<file path="src/common/snake_settings.svh">
`ifndef SNAKE_SETTINGS_SVH
`define SNAKE_SETTINGS_SVH

// Last legal coordinate on each axis
`define SNAKE_FIELD_W 160
`define SNAKE_FIELD_H 120

`define SNAKE_STEP 2

`define SNAKE_START_X 60
`define SNAKE_START_Y 60
`define SNAKE_INIT_LEN 4

// Body memory
`define SNAKE_DEPTH 2048
`define SNAKE_ADDR_W ($clog2(`SNAKE_DEPTH))

`define SNAKE_FOOD_X 30
`define SNAKE_FOOD_Y 30

`endif

</file>
<file path="src/common/snake_pkg.sv">
package snake_pkg;

	// Playfield coordinate that is also the body memory word
	typedef struct packed
	{
		logic [7:0] x;
		logic [6:0] y;
	} pos_t;

	// One pixel write toward the display
	typedef struct packed
	{
		logic [7:0] x;
		logic [6:0] y;
	} plot_t;

	typedef enum logic [1:0]
	{
		dir_up,
		dir_down,
		dir_left,
		dir_right
	} dir_t;

	// Origin of the 3x3 block being drawn
	typedef enum logic [1:0]
	{
		plot_none,
		plot_stored,
		plot_curr,
		plot_food
	} plot_src_t;

	typedef enum logic [3:0]
	{
		st_init_write,
		st_init_draw,
		st_idle,
		st_move,
		st_read,
		st_draw,
		st_write,
		st_food,
		st_check
	} ctrl_state_t;

endpackage

</file>
<file path="src/source/snake_control.sv">
`timescale 1ns/1ps
`include "snake_settings.svh"

module snake_control (
	input  logic                     clk,
	input  logic                     rst,
	input  logic                     step,
	input  logic                     hit,
	input  logic                     eat,
	input  logic [`SNAKE_ADDR_W-1:0] addr,
	output logic                     addr_clr,
	output logic                     addr_inc,
	output logic                     wr_init,
	output logic                     wr_prev,
	output logic                     ld_head_prev,
	output logic                     ld_curr,
	output logic                     ld_curr_prev,
	output logic                     head_init,
	output logic                     head_move,
	output logic                     check_eat,
	output snake_pkg::plot_src_t     plot_src,
	output logic [3:0]               sub,
	output logic                     busy,
	output logic                     dead,
	output logic [`SNAKE_ADDR_W-1:0] length
);
	import snake_pkg::*;

	localparam logic [`SNAKE_ADDR_W-1:0] init_len = `SNAKE_INIT_LEN;
	localparam logic [`SNAKE_ADDR_W-1:0] init_last = init_len - 1'b1;

	ctrl_state_t state;
	ctrl_state_t state_nxt;
	logic        init_phase;
	logic        blk_last;
	logic        seg_last;
	logic        init_done;
	logic        start;

	assign blk_last = (sub == 4'd8);
	// Compared before the increment so the walk ends without a spare cycle
	assign seg_last = (addr == length - 1'b1);
	assign init_done = (state == st_init_write) && (addr == init_last);
	assign start = (state == st_idle) && step && !dead;
	assign busy = (state != st_idle);

	always_comb
	begin
		state_nxt = state;
		case (state)
			st_init_write: if (init_done) state_nxt = st_init_draw;
			st_init_draw: state_nxt = st_read;
			st_idle: if (start) state_nxt = st_move;
			st_move: state_nxt = st_write;
			st_write: state_nxt = st_read;
			st_read: state_nxt = st_draw;
			st_draw:
			begin
				if (blk_last)
				begin
					if (seg_last)
						state_nxt = st_food;
					else if (init_phase)
						state_nxt = st_init_draw;
					else
						state_nxt = st_write;
				end
			end
			st_food: if (blk_last) state_nxt = init_phase ? st_idle : st_check;
			st_check: state_nxt = st_idle;
			default: state_nxt = st_idle;
		endcase
	end

	// Head moves on the edge that takes the step
	assign head_move = start;
	assign head_init = (state == st_init_write);
	assign wr_init = (state == st_init_write);
	assign addr_clr = init_done || (state == st_move);
	assign addr_inc = ((state == st_init_write) && !init_done) || ((state == st_draw) && blk_last);
	assign wr_prev = (state == st_write);
	assign ld_head_prev = (state == st_move);
	assign ld_curr = (state == st_read);
	assign ld_curr_prev = (state == st_draw) && blk_last;
	assign check_eat = (state == st_check);

	always_comb
	begin
		if (state == st_draw)
			plot_src = init_phase ? plot_curr : plot_stored;
		else if (state == st_food)
			plot_src = plot_food;
		else
			plot_src = plot_none;
	end

	always_ff @(posedge clk or negedge rst)
	begin
		if (!rst)
		begin
			state <= st_init_write;
			sub <= '0;
			init_phase <= 1'b1;
			length <= init_len;
			dead <= 1'b0;
		end
		else
		begin
			state <= state_nxt;
			if ((state == st_draw || state == st_food) && !blk_last)
				sub <= sub + 1'b1;
			else
				sub <= '0;
			if (state == st_food && blk_last)
				init_phase <= 1'b0;
			if (state == st_draw && hit)
				dead <= 1'b1;
			if (eat)
				length <= length + 1'b1;
		end
	end

endmodule

</file>
<file path="config.mk">
export PLATFORM = sky130hd
export DESIGN_NAME = snake_control
export DESIGN_NICKNAME = d
export VERILOG_FILES = /design/src/common/snake_pkg.sv /design/src/source/snake_control.sv
export VERILOG_INCLUDE_DIRS = /design/src /design/src/common
export SDC_FILE = /design/constraint.sdc
export NUM_CORES = 1
export LEC_CHECK = 0
export BUFFER_PORTS_ARGS = -buffer_cell sky130_fd_sc_hd__clkbuf_2
export CAP_MARGIN = 30
export CORE_MARGIN = 3
export CORE_UTILIZATION = 40
export DETAILED_ROUTE_END_ITERATION = 7
export PLACE_DENSITY_LB_ADDON = 0.25
export SLEW_MARGIN = 20
export SYNTH_ARGS = -nofsm -noshare
export SYNTH_HDL_FRONTEND = slang
export SYNTH_SLANG_ARGS = --single-unit
export TNS_END_PERCENT = 100
</file>
<file path="constraint.sdc">
create_clock -name clk -period 2.7 [get_ports clk]
set_input_delay 0 -clock clk [delete_from_list [all_inputs] [get_ports clk]]
set_output_delay 0 -clock clk [all_outputs]
set_load 0.1 [all_outputs]
</file>
Yosys cells after proc, flatten, opt, wreduce, memory -nomap -nowiden --
Cells that the tools add are included.
Cells by class: add/subtract/negate cells 3, multipliers 0, divide/modulo/power cells 0, magnitude comparators 0, equal/unequal tests 16, shift operators 0, mux-type cells 12, bitwise operators 0, reduce and logical (&&, ||, !) cells 17
Operators with widths (count):
- one-hot mux 4 bit (7 select lines) | 1
- 2-to-1 mux 4 bit | 6
- == test 4 x 3 -> 1 bit, second input constant | 4
- adder 11 x 1 -> 11 bit, second input constant | 1
- == test 11 bit | 1
- == test 11 x 2 -> 1 bit, second input constant | 1
- subtractor 11 x 1 -> 11 bit, second input constant | 1
- == test 4 x 2 -> 1 bit, second input constant | 2
- == test 4 bit, second input constant | 2
- logical AND 1 bit | 8
- 2-to-1 mux 2 bit | 3
- 2-to-1 mux 3 bit | 2
- inequality test 2 bit, second input constant | 3
- adder 4 x 1 -> 4 bit, second input constant | 1
- == test 4 x 1 -> 1 bit, second input constant | 1
- zero test 4 bit | 1
- inequality test 4 x 2 -> 1 bit, second input constant | 1
- AND reduction 4 bit | 1
- zero test 1 bit | 3
- logical OR 1 bit | 3
- inequality test 2 x 1 -> 1 bit, second input constant | 1
- OR reduction 2 bit | 1
Word-level totals: bits in registers 21, bits in latches 0, RAM bits 0, memory bits (read-only) 0, input bits 16, output and inout bits 29, logic and storage cells 53, memories 0

Longest topological paths before layout --
Gate-level depths: netlist (run 1).
depth after elaboration 5, mapped depth 9, depth with buffers taken out 8

Least setup slack after synthesis (run 1) --
OpenSTA, ideal clock, no wires.
path type register to output, from register state[1], to output addr_clr, data arrival time 5394 ps, required time 2700 ps, slack -2694 ps, stages on the path, launching flop included 5, buffers on the path 1, cell sequence dfrtp_1 > clkbuf_1 > nor4_1 > inv_1 > o21bai_1
Between the ends: word-level cells in the longest chain between the ends 3, elaborated cells on any way between the ends 4, those cells by class 1 x eq/ne; 3 x reduce/logical
RTL lines:
- start, declared | line snake_control.sv:32 | ctrl_state_t state;
- start signal, assigned | line snake_control.sv:101 | state <= st_init_write;
- start signal, assigned | line snake_control.sv:109 | state <= state_nxt;
- zero test 4 bit
- via head_init | line snake_control.sv:18 | output logic head_init,
- logical AND 1 bit | line snake_control.sv:43 | assign init_done = (state == st_init_write) && (addr == init_last);
- logical OR 1 bit | line snake_control.sv:79 | assign addr_clr = init_done || (state == st_move);
- end, declared | line snake_control.sv:11 | output logic addr_clr,
The timed path passes the listed nets, and every way through them passes these cells.

Worst setup path after layout (run 1) --
from register length[0], to register state[1]
Between the ends: word-level cells in the longest chain between the ends 5
RTL lines:
- start, declared | line snake_control.sv:25 | output logic [`SNAKE_ADDR_W-1:0] length
- start signal, assigned | line snake_control.sv:104 | length <= init_len;
- start signal, assigned | line snake_control.sv:119 | length <= length + 1'b1;
- subtractor 11 x 1 -> 11 bit | line snake_control.sv:42 | assign seg_last = (addr == length - 1'b1);
- == test 11 bit | line snake_control.sv:42
- 2-to-1 mux 3 bit | line snake_control.sv:61 | if (seg_last)
- 2-to-1 mux 4 bit | line snake_control.sv:59 | if (blk_last)
- one-hot mux 4 bit (7 select lines) | line snake_control.sv:50 | case (state)
No other way between the ends. The select of a mux whose other input is x is not followed. A chain may end at the register's enable or synchronous reset.

==> results by stage, run 1 <==
STA:
- The least setup slack across all paths after layout is between 0.1 and 0.15 ns.
- Setup repair after global routing left no endpoint under its margin.
- The headroom to the max-slew limit is 0.633.
- The upper clock frequency limit is about 0.39 GHz.
- Across the routed clock network, the largest skew measured is just over 0.006 ns.
- The final number of setup-violating endpoints is 0.
- Dividing the final minimum period by the clock period gives 0.947.
- The number of failing hold endpoints at the final stage is 0.
- The total count of max-transition violations in the final report came to 0.
- The actual transition at the worst max-transition pin is 0.551 ns.
- The smallest clock period supported by the final layout is computed as 2.56 ns.

Synthesis:
- By count the netlist is led by dfrtp_1, nor2_1, xnor2_1, xor2_1, nand2_1.
- Of all cell types, the one taking the most synthesized area is dfrtp_1.
- The share of flip-flops with an asynchronous set or reset after synthesis is 1.00.
- A synthesized cell averages roughly 8.9 um2.
- The number of different library cells in the post-synthesis netlist is 50.
- In the synthesized netlist the dominant register cell turns out to be dfrtp_1.
- The share of the Yosys chip area taken by registers is 0.356.
- The most common cell in the synthesized netlist is dfrtp_1.
- Counting every net in the synthesized netlist gives 186.
- The register bit count reported by yosys is 21.
- Ranked by total cell area, the synthesized netlist is headed by dfrtp_1, xnor2_1, xor2_1, dfstp_2, nor2_1.
- In this run, synthesis inferred 0 flip-flops with an integrated enable.
- The mapped netlist covers approximately 1500 um2.
- In the synthesized netlist, the number of instances is 166.
- Yosys printed 0 warnings.
- Of the post-synthesis cell area, the dominant cell type holds 0.321.

GRT:
- In the global route stage, overall resource usage came out at 0.174.
- The wire length of the first global-routing pass is 5.88 mm.
- The total grt overflow is 0.
- The initial antenna violation count was 0.
- The number of global-route vias before repair is ~1.3k.
- The largest net degree at the start of global routing is 22.

Placed design:
- Detailed placement finished with a half-perimeter wire length of 2.79 mm.
- Port buffering added 44 buffers.
- Routability-driven placement finished with a final weighted congestion of 0.880.
- The total placed cells including tap cells is 246.
- The pre-CTS setup slack is 0.153 ns.

Die:
- The floorplan step defined a core boundary enclosing 3440 um2.
- In this run the vertical extent of the chip is approximately 67 um.
- The die covers 4470 um2.
- The initialized floorplan defines 21 standard-cell rows.
- 45 I/O pins were placed.
- For this configuration, the core starts out at a cell density of 0.430.
- Measured along the x axis, the die boundary spans 66.9 um.

Worst setup path:
- The kind of end point of the critical path is a flop.
- For this design, the slowest cell found on the critical path is or4b_1.
- The critical path's largest stage delay is 0.54 ns.
- The worst setup path is of the reg2reg kind.
- Walking the worst path, the cells encountered are inv_2 > ha_4 > or3b_4 > or4b_1 > a22o_1 > nor4_4 > nand3_1 > a211oi_1.
- The worst setup path is launched from a flop.
- Along the worst path, the maximum fanout reaches 9.
- At the worst endpoint, the required time is 2.88 ns.
- STA puts the critical path data arrival time at between 2 and 3 ns.

Flow run:
- The count of maximum capacitance violations is 0.

Drt:
- For this run, design rule violations remaining after detail routing come to 0.
- The detailed-route via count is 1357.
- The average wire per cell in the routed design is between 10 and 15 um.
- In this run, the number of DRC markers left after iteration 0 of detailed routing was slightly below 90.
- The number of optimization iterations in the first detailed-route pass is 4.
- The aggregate routed wire length is 3.53 mm.
- Dividing the detail-routed via count by the number of cells gives 5.36.
- The post-route antenna net violation count is 0.

Finish:
- The layout has approximately 330 filler cells.
- For this run, the share of the core covered by cells in the final layout is 0.534.
- Excluding fillers, the count of instances in the completed layout stands at 253.
- The layout overhead on the synthesized area is 24.0%.
- The diode insertion count for antenna repair is 0.
- The net count reported at finish is 228.
- Of the cells placed in the final design, the portion with a size suffix greater than 1 is 0.314.
- Summing all flip-flop and latch instances after layout gives 534 um2.
- The multi-input combinational cells in the finished layout cover a total of 915 um2.

CTS:
- The TritonCTS buffer count is 3.
- TritonCTS built the clock tree.
- CTS built an H-tree with a depth of 1.
- The worst-case clock buffer depth is 2.
- The clock insertion delay at the later pin of the skew report is 0.27 ns.
- After clock tree synthesis, the clock-pin slew on the worst setup and hold paths is around 0.080 ns.
- Gates resized during post-CTS repair numbered 0.
- The number of clock sinks is 21.
- The root cell of the clock tree is clkbuf_8.

Min path:
- The class of the most critical hold timing path is in2async.

Run status:
- The flow ran to the end, and the final reports show no timing, DRC or antenna violations.
## metal layers
metal | share of wire | vias up | global-route usage
met5 | 0 | - | 0
met4 | 0.016 | 0 | 0.0532
met3 | 0.064 | 7 | 0.0422
met2 | 0.48 | 41 | 0.302
met1 | 0.44 | 639 | 0.212
li1 | - | 670 | -
## sequential cells by signal (all words and copies together), names as in the netlist
signal      flops
state           4
sub             4
dead            1
init_phase      1
length         11
## worst max-delay path: cells and delay by family, from the launching register on
family,cells,cell delay (ns)
buf+inv,1,0.09
flops,1,0.53
fa+ha+maj,1,0.14
compound gates,2,0.49
simple gates,4,1.21
## stage by stage
step | instance area, um2 | setup TNS [ns] | hold slack (ns)
6_report | 1840 | 0 | 0.244
2_1_floorplan | 1540 | -1.87 | -0.296
3_3_place_gp | 1760 | 0 | 0.00753
3_5_place_dp | 1760 | 0 | 0.0156
4_1_cts | 1840 | 0 | 0.267
5_1_grt | 1840 | 0 | 0.296
## timing repair
item,in CTS,in global routing
setup buffers,0,0
hold endpoints to repair,21,0
hold buffers,3,0
## cell families after synthesis
family	synth area share
buffers and inverters	0.0541
adders and majority gates	0.0338
and+or+nand+nor	0.262
AOI/OAI and AO/OA	0.152
DFF	0.356
xor gates and xnor gates	0.142
## final cells by class
| class | count | area share |
|---|---|---|
| Multi-Input combinational cell | 127 | 0.498 |
| Sequential cell | 21 | 0.291 |
| Timing Repair Buffer | 48 | 0.140 |
| Tap cell | 46 | 0.0313 |
| Clock buffer | 3 | 0.0225 |
| Inverter | 7 | 0.0143 |
| Clock inverter | 1 | 0.00272 |
## worst paths after layout
kind	slack [ns]	start	endpoint	depth (start not counted)
max in group asynchronous	2.04	rst	length[0]$_DFFE_PN0P_	2
max reg2reg	0.14	length[0]$_DFFE_PN0P_	state[1]$_DFFE_PN0P_	8
min reg2reg	0.50	dead$_DFFE_PN0P_	dead$_DFFE_PN0P_	1
min in group clk	0.26	addr[5]	state[1]$_DFFE_PN0P_	5
min	0.24	rst	sub[3]$_DFF_PN0_	2
max	0.14	length[0]$_DFFE_PN0P_	state[1]$_DFFE_PN0P_	8
## layout by cell type (no fill, tap or decap), types with 4 or more instances in the layout
master     n
nand2b_1   6
o21ai_0    5
xnor2_1   12
inv_1      6
dfrtp_1   16
nand2_1   10
nand3_1    4
xor2_1    12
clkbuf_2  44
nor2_1    13
nor3_1     7
Power of run 1 is not shown: default switching activity piles up to over one toggle a cycle in this logic, so the estimate is an artifact.
==> inputs of run 2 (changes only) <==
==> constraint.sdc (replaced) <==
create_clock -name clk -period 3.01 [get_ports clk]
set_input_delay 0 -clock clk [delete_from_list [all_inputs] [get_ports clk]]
set_output_delay 0 -clock clk [all_outputs]
set_load 0.1 [all_outputs]
==> run 2 against run 1 <==
Effect of this change: maximum frequency down 1.0%; global-route usage down 0.14 points; sequential share of layout area up 0.19 points; first-iteration DRC count down 17%; count of clock-buffer cells in the layout up 1; worst hold slack better by 0.013 ns; die area unchanged; clock skew down 0.0044 ns; critical endpoint unchanged.
==> results by stage, run 2 (same netlist as run 1, synthesis figures left out) <==
STA:
- The worst path needs 2.58 ns of the cycle, external delays included.
- The number of failing hold endpoints at the final stage is 0.
- Final hold analysis gives a worst-case slack of 0.258 ns.
- The total count of max-transition violations in the final report was 0.
- Setup repair after global routing left no endpoint under its margin.
- For this run, the top clock speed supported by timing is 0.387 GHz.
- The final clock skew is 0.00183 ns.
- The headroom to the max-slew limit is 0.630.
- The least setup slack across all paths after layout is roughly 0.43 ns.
- In the finished design, the share of the clock period the worst path needs comes to 0.858.
- The actual transition at the worst max-transition pin is 0.555 ns.
- The final number of setup-violating endpoints is 0.

Finish:
- In the layout the commonest cells are clkbuf_2, dfrtp_1, nor2_1.
- The diode insertion count for antenna repair is 0.
- The top register by number of flip-flops is length.
- The largest registers in the layout are length x11, state x4, sub x4.
- Fill cells in the final layout number approximately 340.
- The most common library cell in the layout ignoring fill and taps is clkbuf_2.
- For this run, the post-layout net count is 227.
- In the final layout, the share of cells above drive strength 1 is 0.282.
- The layout overhead on the synthesized area is 22.0%.
- The area of all placed cells without fillers is 1810 um2.
- The flip-flop count of the largest register, all copies and words added is 11.

Min path:
- The tightest min-delay check is of the in2async type.

Placed design:
- The placed cell area is 1730 um2.
- The pre-CTS setup slack is 0.424 ns.
- After legalization and detailed placement, the total HPWL measured 2.77 mm.
- Routability-driven placement finished with a final weighted congestion of between 0.8 and 0.9.
- The count of buffers added on input and output ports is 44.

Drt:
- For this run, design rule violations remaining after detail routing come to 0.
- The number of optimization iterations in the first detailed-route pass is 4.
- The detailed-route via count is 1355.
- In this run, the number of DRC markers left after iteration 0 of detailed routing was 72.
- The aggregate routed wire length is between 3 and 4 mm.
- Dividing the detail-routed via count by the number of cells gives 5.38.
- The average wire per cell in the routed design is 14.1 um.
- The detail route stage leaves a number of antenna-violating nets equal to 0.

Die:
- The total area inside the core boundary comes to about 3400 um2.
- The initial core utilization is 0.430.
- The floorplan die area is around 4500 um2.
- Row generation in the floorplan step produced 21 rows.
- Measured along the y axis, the die boundary spans 66.9 um.
- During I/O placement, the number of pins put on the boundary was 45.
- The floorplan step set the die width to 66.9 um.

Worst setup path:
- The worst reg2reg path endpoint is state[1]$_DFFE_PN0P_.
- For the worst setup path, the data arrival time is between 2 and 3 ns.
- The worst flop-to-flop path startpoint is length[0]$_DFFE_PN0P_.
- The worst reg2reg path depth is 8.
- In this run the worst setup path begins at length[0]$_DFFE_PN0P_.
- Grouping stages by cell kind, the critical path spends the most delay in simple AND/OR/NAND/NOR gates.
- The reg2reg setup slack is between 0.4 and 0.5 ns.
- The instance count on the critical path is 8.
- Together, buffers and inverters on the worst path number 1.
- The kind of critical path is reg2reg.
- The biggest fanout along the worst timing path is 9.
- The cell with the largest stage delay on the worst path is or4b_1.
- The critical path's largest stage delay is 0.52 ns.
- The kind of end point of the critical path is a flop.
- The startpoint class of the critical path is a flop.
- The required time of the worst setup path is 3.17 ns.
- The signal on the critical path passes through inv_1 > ha_1 > or3b_4 > or4b_1 > a22o_1 > nor4_4 > nand3_1 > a211oi_1.
- In this run the worst setup path terminates at state[1]$_DFFE_PN0P_.

Flow run:
- The count of maximum capacitance violations is 0.

CTS:
- In this run the post-CTS setup repair buffer count came out at 0.
- The TritonCTS clock tree is built.
- CTS built an H-tree with a depth of 1.
- Clock-pin slew was measured on the worst setup and hold paths at 0.07 ns.
- The clock net in this run drives a total of 21 sinks.
- Counting along the longest clock path gives a buffer depth of 2.
- The root buffer cell chosen for the clock tree is clkbuf_8.
- The TritonCTS buffer count is 3.
- Once the clock tree was built, the resizer swapped 0 gates to a different size.
- The later pin in the worst-skew pair is clocked with a latency of 0.25 ns.

GRT:
- The number of global-route vias before repair came to 1312.
- The largest net degree at the start of global routing is 22.
- The initial antenna violation count came to 0.
- For this run the aggregate overflow at the end of global routing stands at 0.
- The first global-routing pass estimated 6.01 mm of wire.
- Across every metal layer, demand over resource in global routing totals 0.173.

Run status:
- The run finished with clean final reports.
## run 2: what timing repair did
action                                  CTS  global route
hold buffers                              3             0
hold endpoints to repair                 21             0
endpoints found under the setup margin    0             0
## run 2: how the worst min path moves through the flow
stage	from	to	cells after the start
finish	rst	sub[0]$_DFF_PN0_	2
CTS	step	state[3]$_DFFE_PN0P_	4
floorplan	rst	dead$_DFFE_PN0P_	0
detailed placement	rst	sub[0]$_DFF_PN0_	1
global route	rst	sub[0]$_DFF_PN0_	2
global placement	rst	sub[0]$_DFF_PN0_	1
## run 2: metal layers
layer	wire, um	up-vias	GRT usage
li1	-	667	-
met1	1610	652	0.220
met2	1780	32	0.301
met3	138	4	0.0354
met4	22	0	0.0354
met5	0	-	0
## run 2: final cells by class
type | count | area (um2) | area share
timing repair buffer | 47 | 250 | 0.138
sequential | 21 | 529 | 0.293
multi-input combinational | 127 | 900 | 0.498
inverter | 7 | 26.3 | 0.0145
tap | 46 | 57.6 | 0.0318
clock buffer | 4 | 45.0 | 0.0249
## run 2: per-stage QoR
stage / TNS, ns / util / std cells
finish: 0 / 0.525 / 252
floorplan: -0.534 / - / 166
global route: 0 / 0.525 / 252
detailed placement: 0 / 0.503 / 245
global placement: 0 / 0.503 / 245
CTS: 0 / 0.525 / 252
Power of run 2 is left out for the same reason.
==> inputs of run 3 (changes only) <==
==> constraint.sdc (replaced) <==
create_clock -name clk -period 3.2 [get_ports clk]
set_input_delay 0 -clock clk [delete_from_list [all_inputs] [get_ports clk]]
set_output_delay 0 -clock clk [all_outputs]
set_load 0.1 [all_outputs]
==> run 3 against run 2 <==
Effect of this change: first-iteration DRC count is 26% lower; setup slack improved by 0.21 ns; critical path depth is the same; cell count is the same; maximum frequency grew 0.64%.
==> results by stage, run 3 (same netlist as run 1, synthesis figures left out) <==
Run status:
- The flow ran to the end, and the final reports show no timing, DRC or antenna violations.

STA:
- The final clock skew is 0.00272 ns.
- Setup violations remaining at the end of the flow were counted as 0.
- The total count of max-transition violations in the final report was 0.
- Timing would allow up to 0.390 GHz.
- The actual transition at the worst max-transition pin is 0.546 ns.
- The time the final worst path needs with I/O delays and setup is 2.57 ns.
- Setup repair after global routing left no endpoint under its margin.
- Of the available clock period, the critical path in the final layout requires 0.802.
- The headroom to the max-slew limit is 0.636.
- The least setup slack across all paths after layout is 0.633 ns.
- The setup TNS after final layout is 0 ns.
- The number of failing hold endpoints at the final stage is 0.

GRT:
- The initial antenna violation count was 0.
- The total grt overflow is 0.
- The overall routing resource usage is 0.171.
- Entering global routing, the biggest net connects 22 pins.
- The number of global-route vias before repair came to around 1.3k.
- The wire length of the first global-routing pass is 5.84 mm.

Drt:
- Using the TritonRoute via totals, the vias-per-cell ratio works out to 5.23.
- The average wire per cell in the routed design is 13.8 um.
- In the routed design, unresolved DRC markers number 0.
- The number of optimization iterations in the first detailed-route pass is 4.
- For this block, the initial DRC count from the detailed router was 53.
- Summed over all layers, the routed wires come to 3.48 mm.
- The final route contains 1317 vias.
- The post-route antenna net violation count is 0.

Worst setup path:
- The arrival time at the worst endpoint is 2.75 ns.
- The startpoint class of the critical path is a flop.
- Along the worst path, the maximum fanout reaches 9.
- The kind of critical path is reg2reg.
- For this design, the slowest cell found on the critical path is or4b_1.
- The dominant delay contributor by cell family on the critical path is simple AND/OR/NAND/NOR gates.
- The signal on the critical path passes through inv_1 > ha_1 > or3b_4 > or4b_1 > a22o_1 > nor4_4 > nand3_1 > a211oi_1.
- STA classifies the critical path endpoint as a flop.
- For the worst setup path, the data required time is 3.38 ns.
- The buffering stage count on the worst path with inverters included is 1.
- The critical path's largest stage delay is 0.52 ns.

Placed design:
- Routability-driven placement finished with a final weighted congestion of 0.822.
- The pre-CTS setup slack is 0.649 ns.
- The estimated wirelength of the detail-placed design is 2.68 mm.
- In this run the tool buffered the top-level ports with 44 buffer cells.

Die:
- The number of rows created at floorplan is 21.
- The count of pins on the block boundary is 45.
- For this configuration, the core starts out at a cell density of 0.430.
- The die outline width is 66.9 um.
- The floorplan step set the die height to 66.9 um.
- The core region area is about 3400 um2.
- The floorplan die area is 4470 um2.

CTS:
- After clock tree synthesis, the clock-pin slew on the worst setup and hold paths is 0.08 ns.
- The root cell of the clock tree is clkbuf_8.
- The number of levels the H-tree was split into is 1.
- The number of clock sinks is 21.
- The TritonCTS buffer count is 3.
- TritonCTS built the clock tree.
- The clock reaches the later pin of the worst-skew pair after between 0.2 and 0.3 ns.
- The worst-case clock buffer depth is 2.
- Post-CTS timing repair inserted 0 buffers for setup.

Finish:
- The layout overhead on the synthesized area is 22.0%.
- The library cell used most frequently in the layout, excluding fill and tap cells, is clkbuf_2.
- The number of antenna diodes in the final layout is 0.
- The flip-flop count of the largest register, all copies and words added is 11.
- The final layout contains ~230 nets.
- The share of post-route cells with drive strength above 1 is 0.277.
- The share of the core filled with cells is 0.525.
- Leaving out fill and tap cells, the most frequent cells in the layout are clkbuf_2, dfrtp_1, nor2_1.
- In the final layout, the registers with the most flip-flops are length x11, state x4, sub x4.
- Counting flops per register, the top entry is length.

Min path:
- The worst hold path belongs to the class in2async.

Flow run:
- The count of maximum capacitance violations is 0.
## run 3: cell counts in the layout (fill, tap and decap cells not counted)
Identical to the previous run, type by type.
## run 3: metrics by stage
stage / area (um2) / instances / hold WS, ns
2_1_floorplan: 1510 / 166 / -0.296
3_5_place_dp: 1730 / 245 / 0.0152
6_report: 1810 / 252 / 0.238
5_1_grt: 1810 / 252 / 0.299
4_1_cts: 1810 / 252 / 0.237
3_3_place_gp: 1730 / 245 / 0.00294
## run 3: metal layers
metal / wire [um] / global-route usage / share of wire / vias up
met3: 168 / 0.0472 / 0.048 / 6
li1: - / - / - / 665
met5: 0 / 0 / 0 / -
met1: 1470 / 0.194 / 0.42 / 618
met4: 32 / 0.0456 / 0.0092 / 0
met2: 1800 / 0.311 / 0.52 / 28
## run 3: final timing paths
kind                                  startpoint               endpoint  slack, ns  cells after the start
hold / removal                               rst   state[3]$_DFFE_PN0P_       0.24                      2
setup / recovery           length[0]$_DFFE_PN0P_   state[1]$_DFFE_PN0P_       0.63                      8
hold reg to reg                 dead$_DFFE_PN0P_       dead$_DFFE_PN0P_       0.50                      1
max in group asynchronous                    rst  length[2]$_DFFE_PN1P_       2.59                      2
setup reg to reg           length[0]$_DFFE_PN0P_   state[1]$_DFFE_PN0P_       0.63                      8
min in group clk                            step   state[3]$_DFFE_PN0P_       0.24                      4
## run 3: timing repair
| item | in CTS | in global routing |
|---|---|---|
| resized for setup | 0 | 0 |
| hold endpoints to repair | 21 | 0 |
| hold buffers | 3 | 0 |
## run 3: cell type report
class	count	area (um2)
fillers	363	1640
multi-input cells	127	900
flip-flops and latches	21	528
repair buffers	47	250
well taps	46	57.6
clock buffers	4	45.0
inverters	7	26.3
Power of run 3 is left out for the same reason.
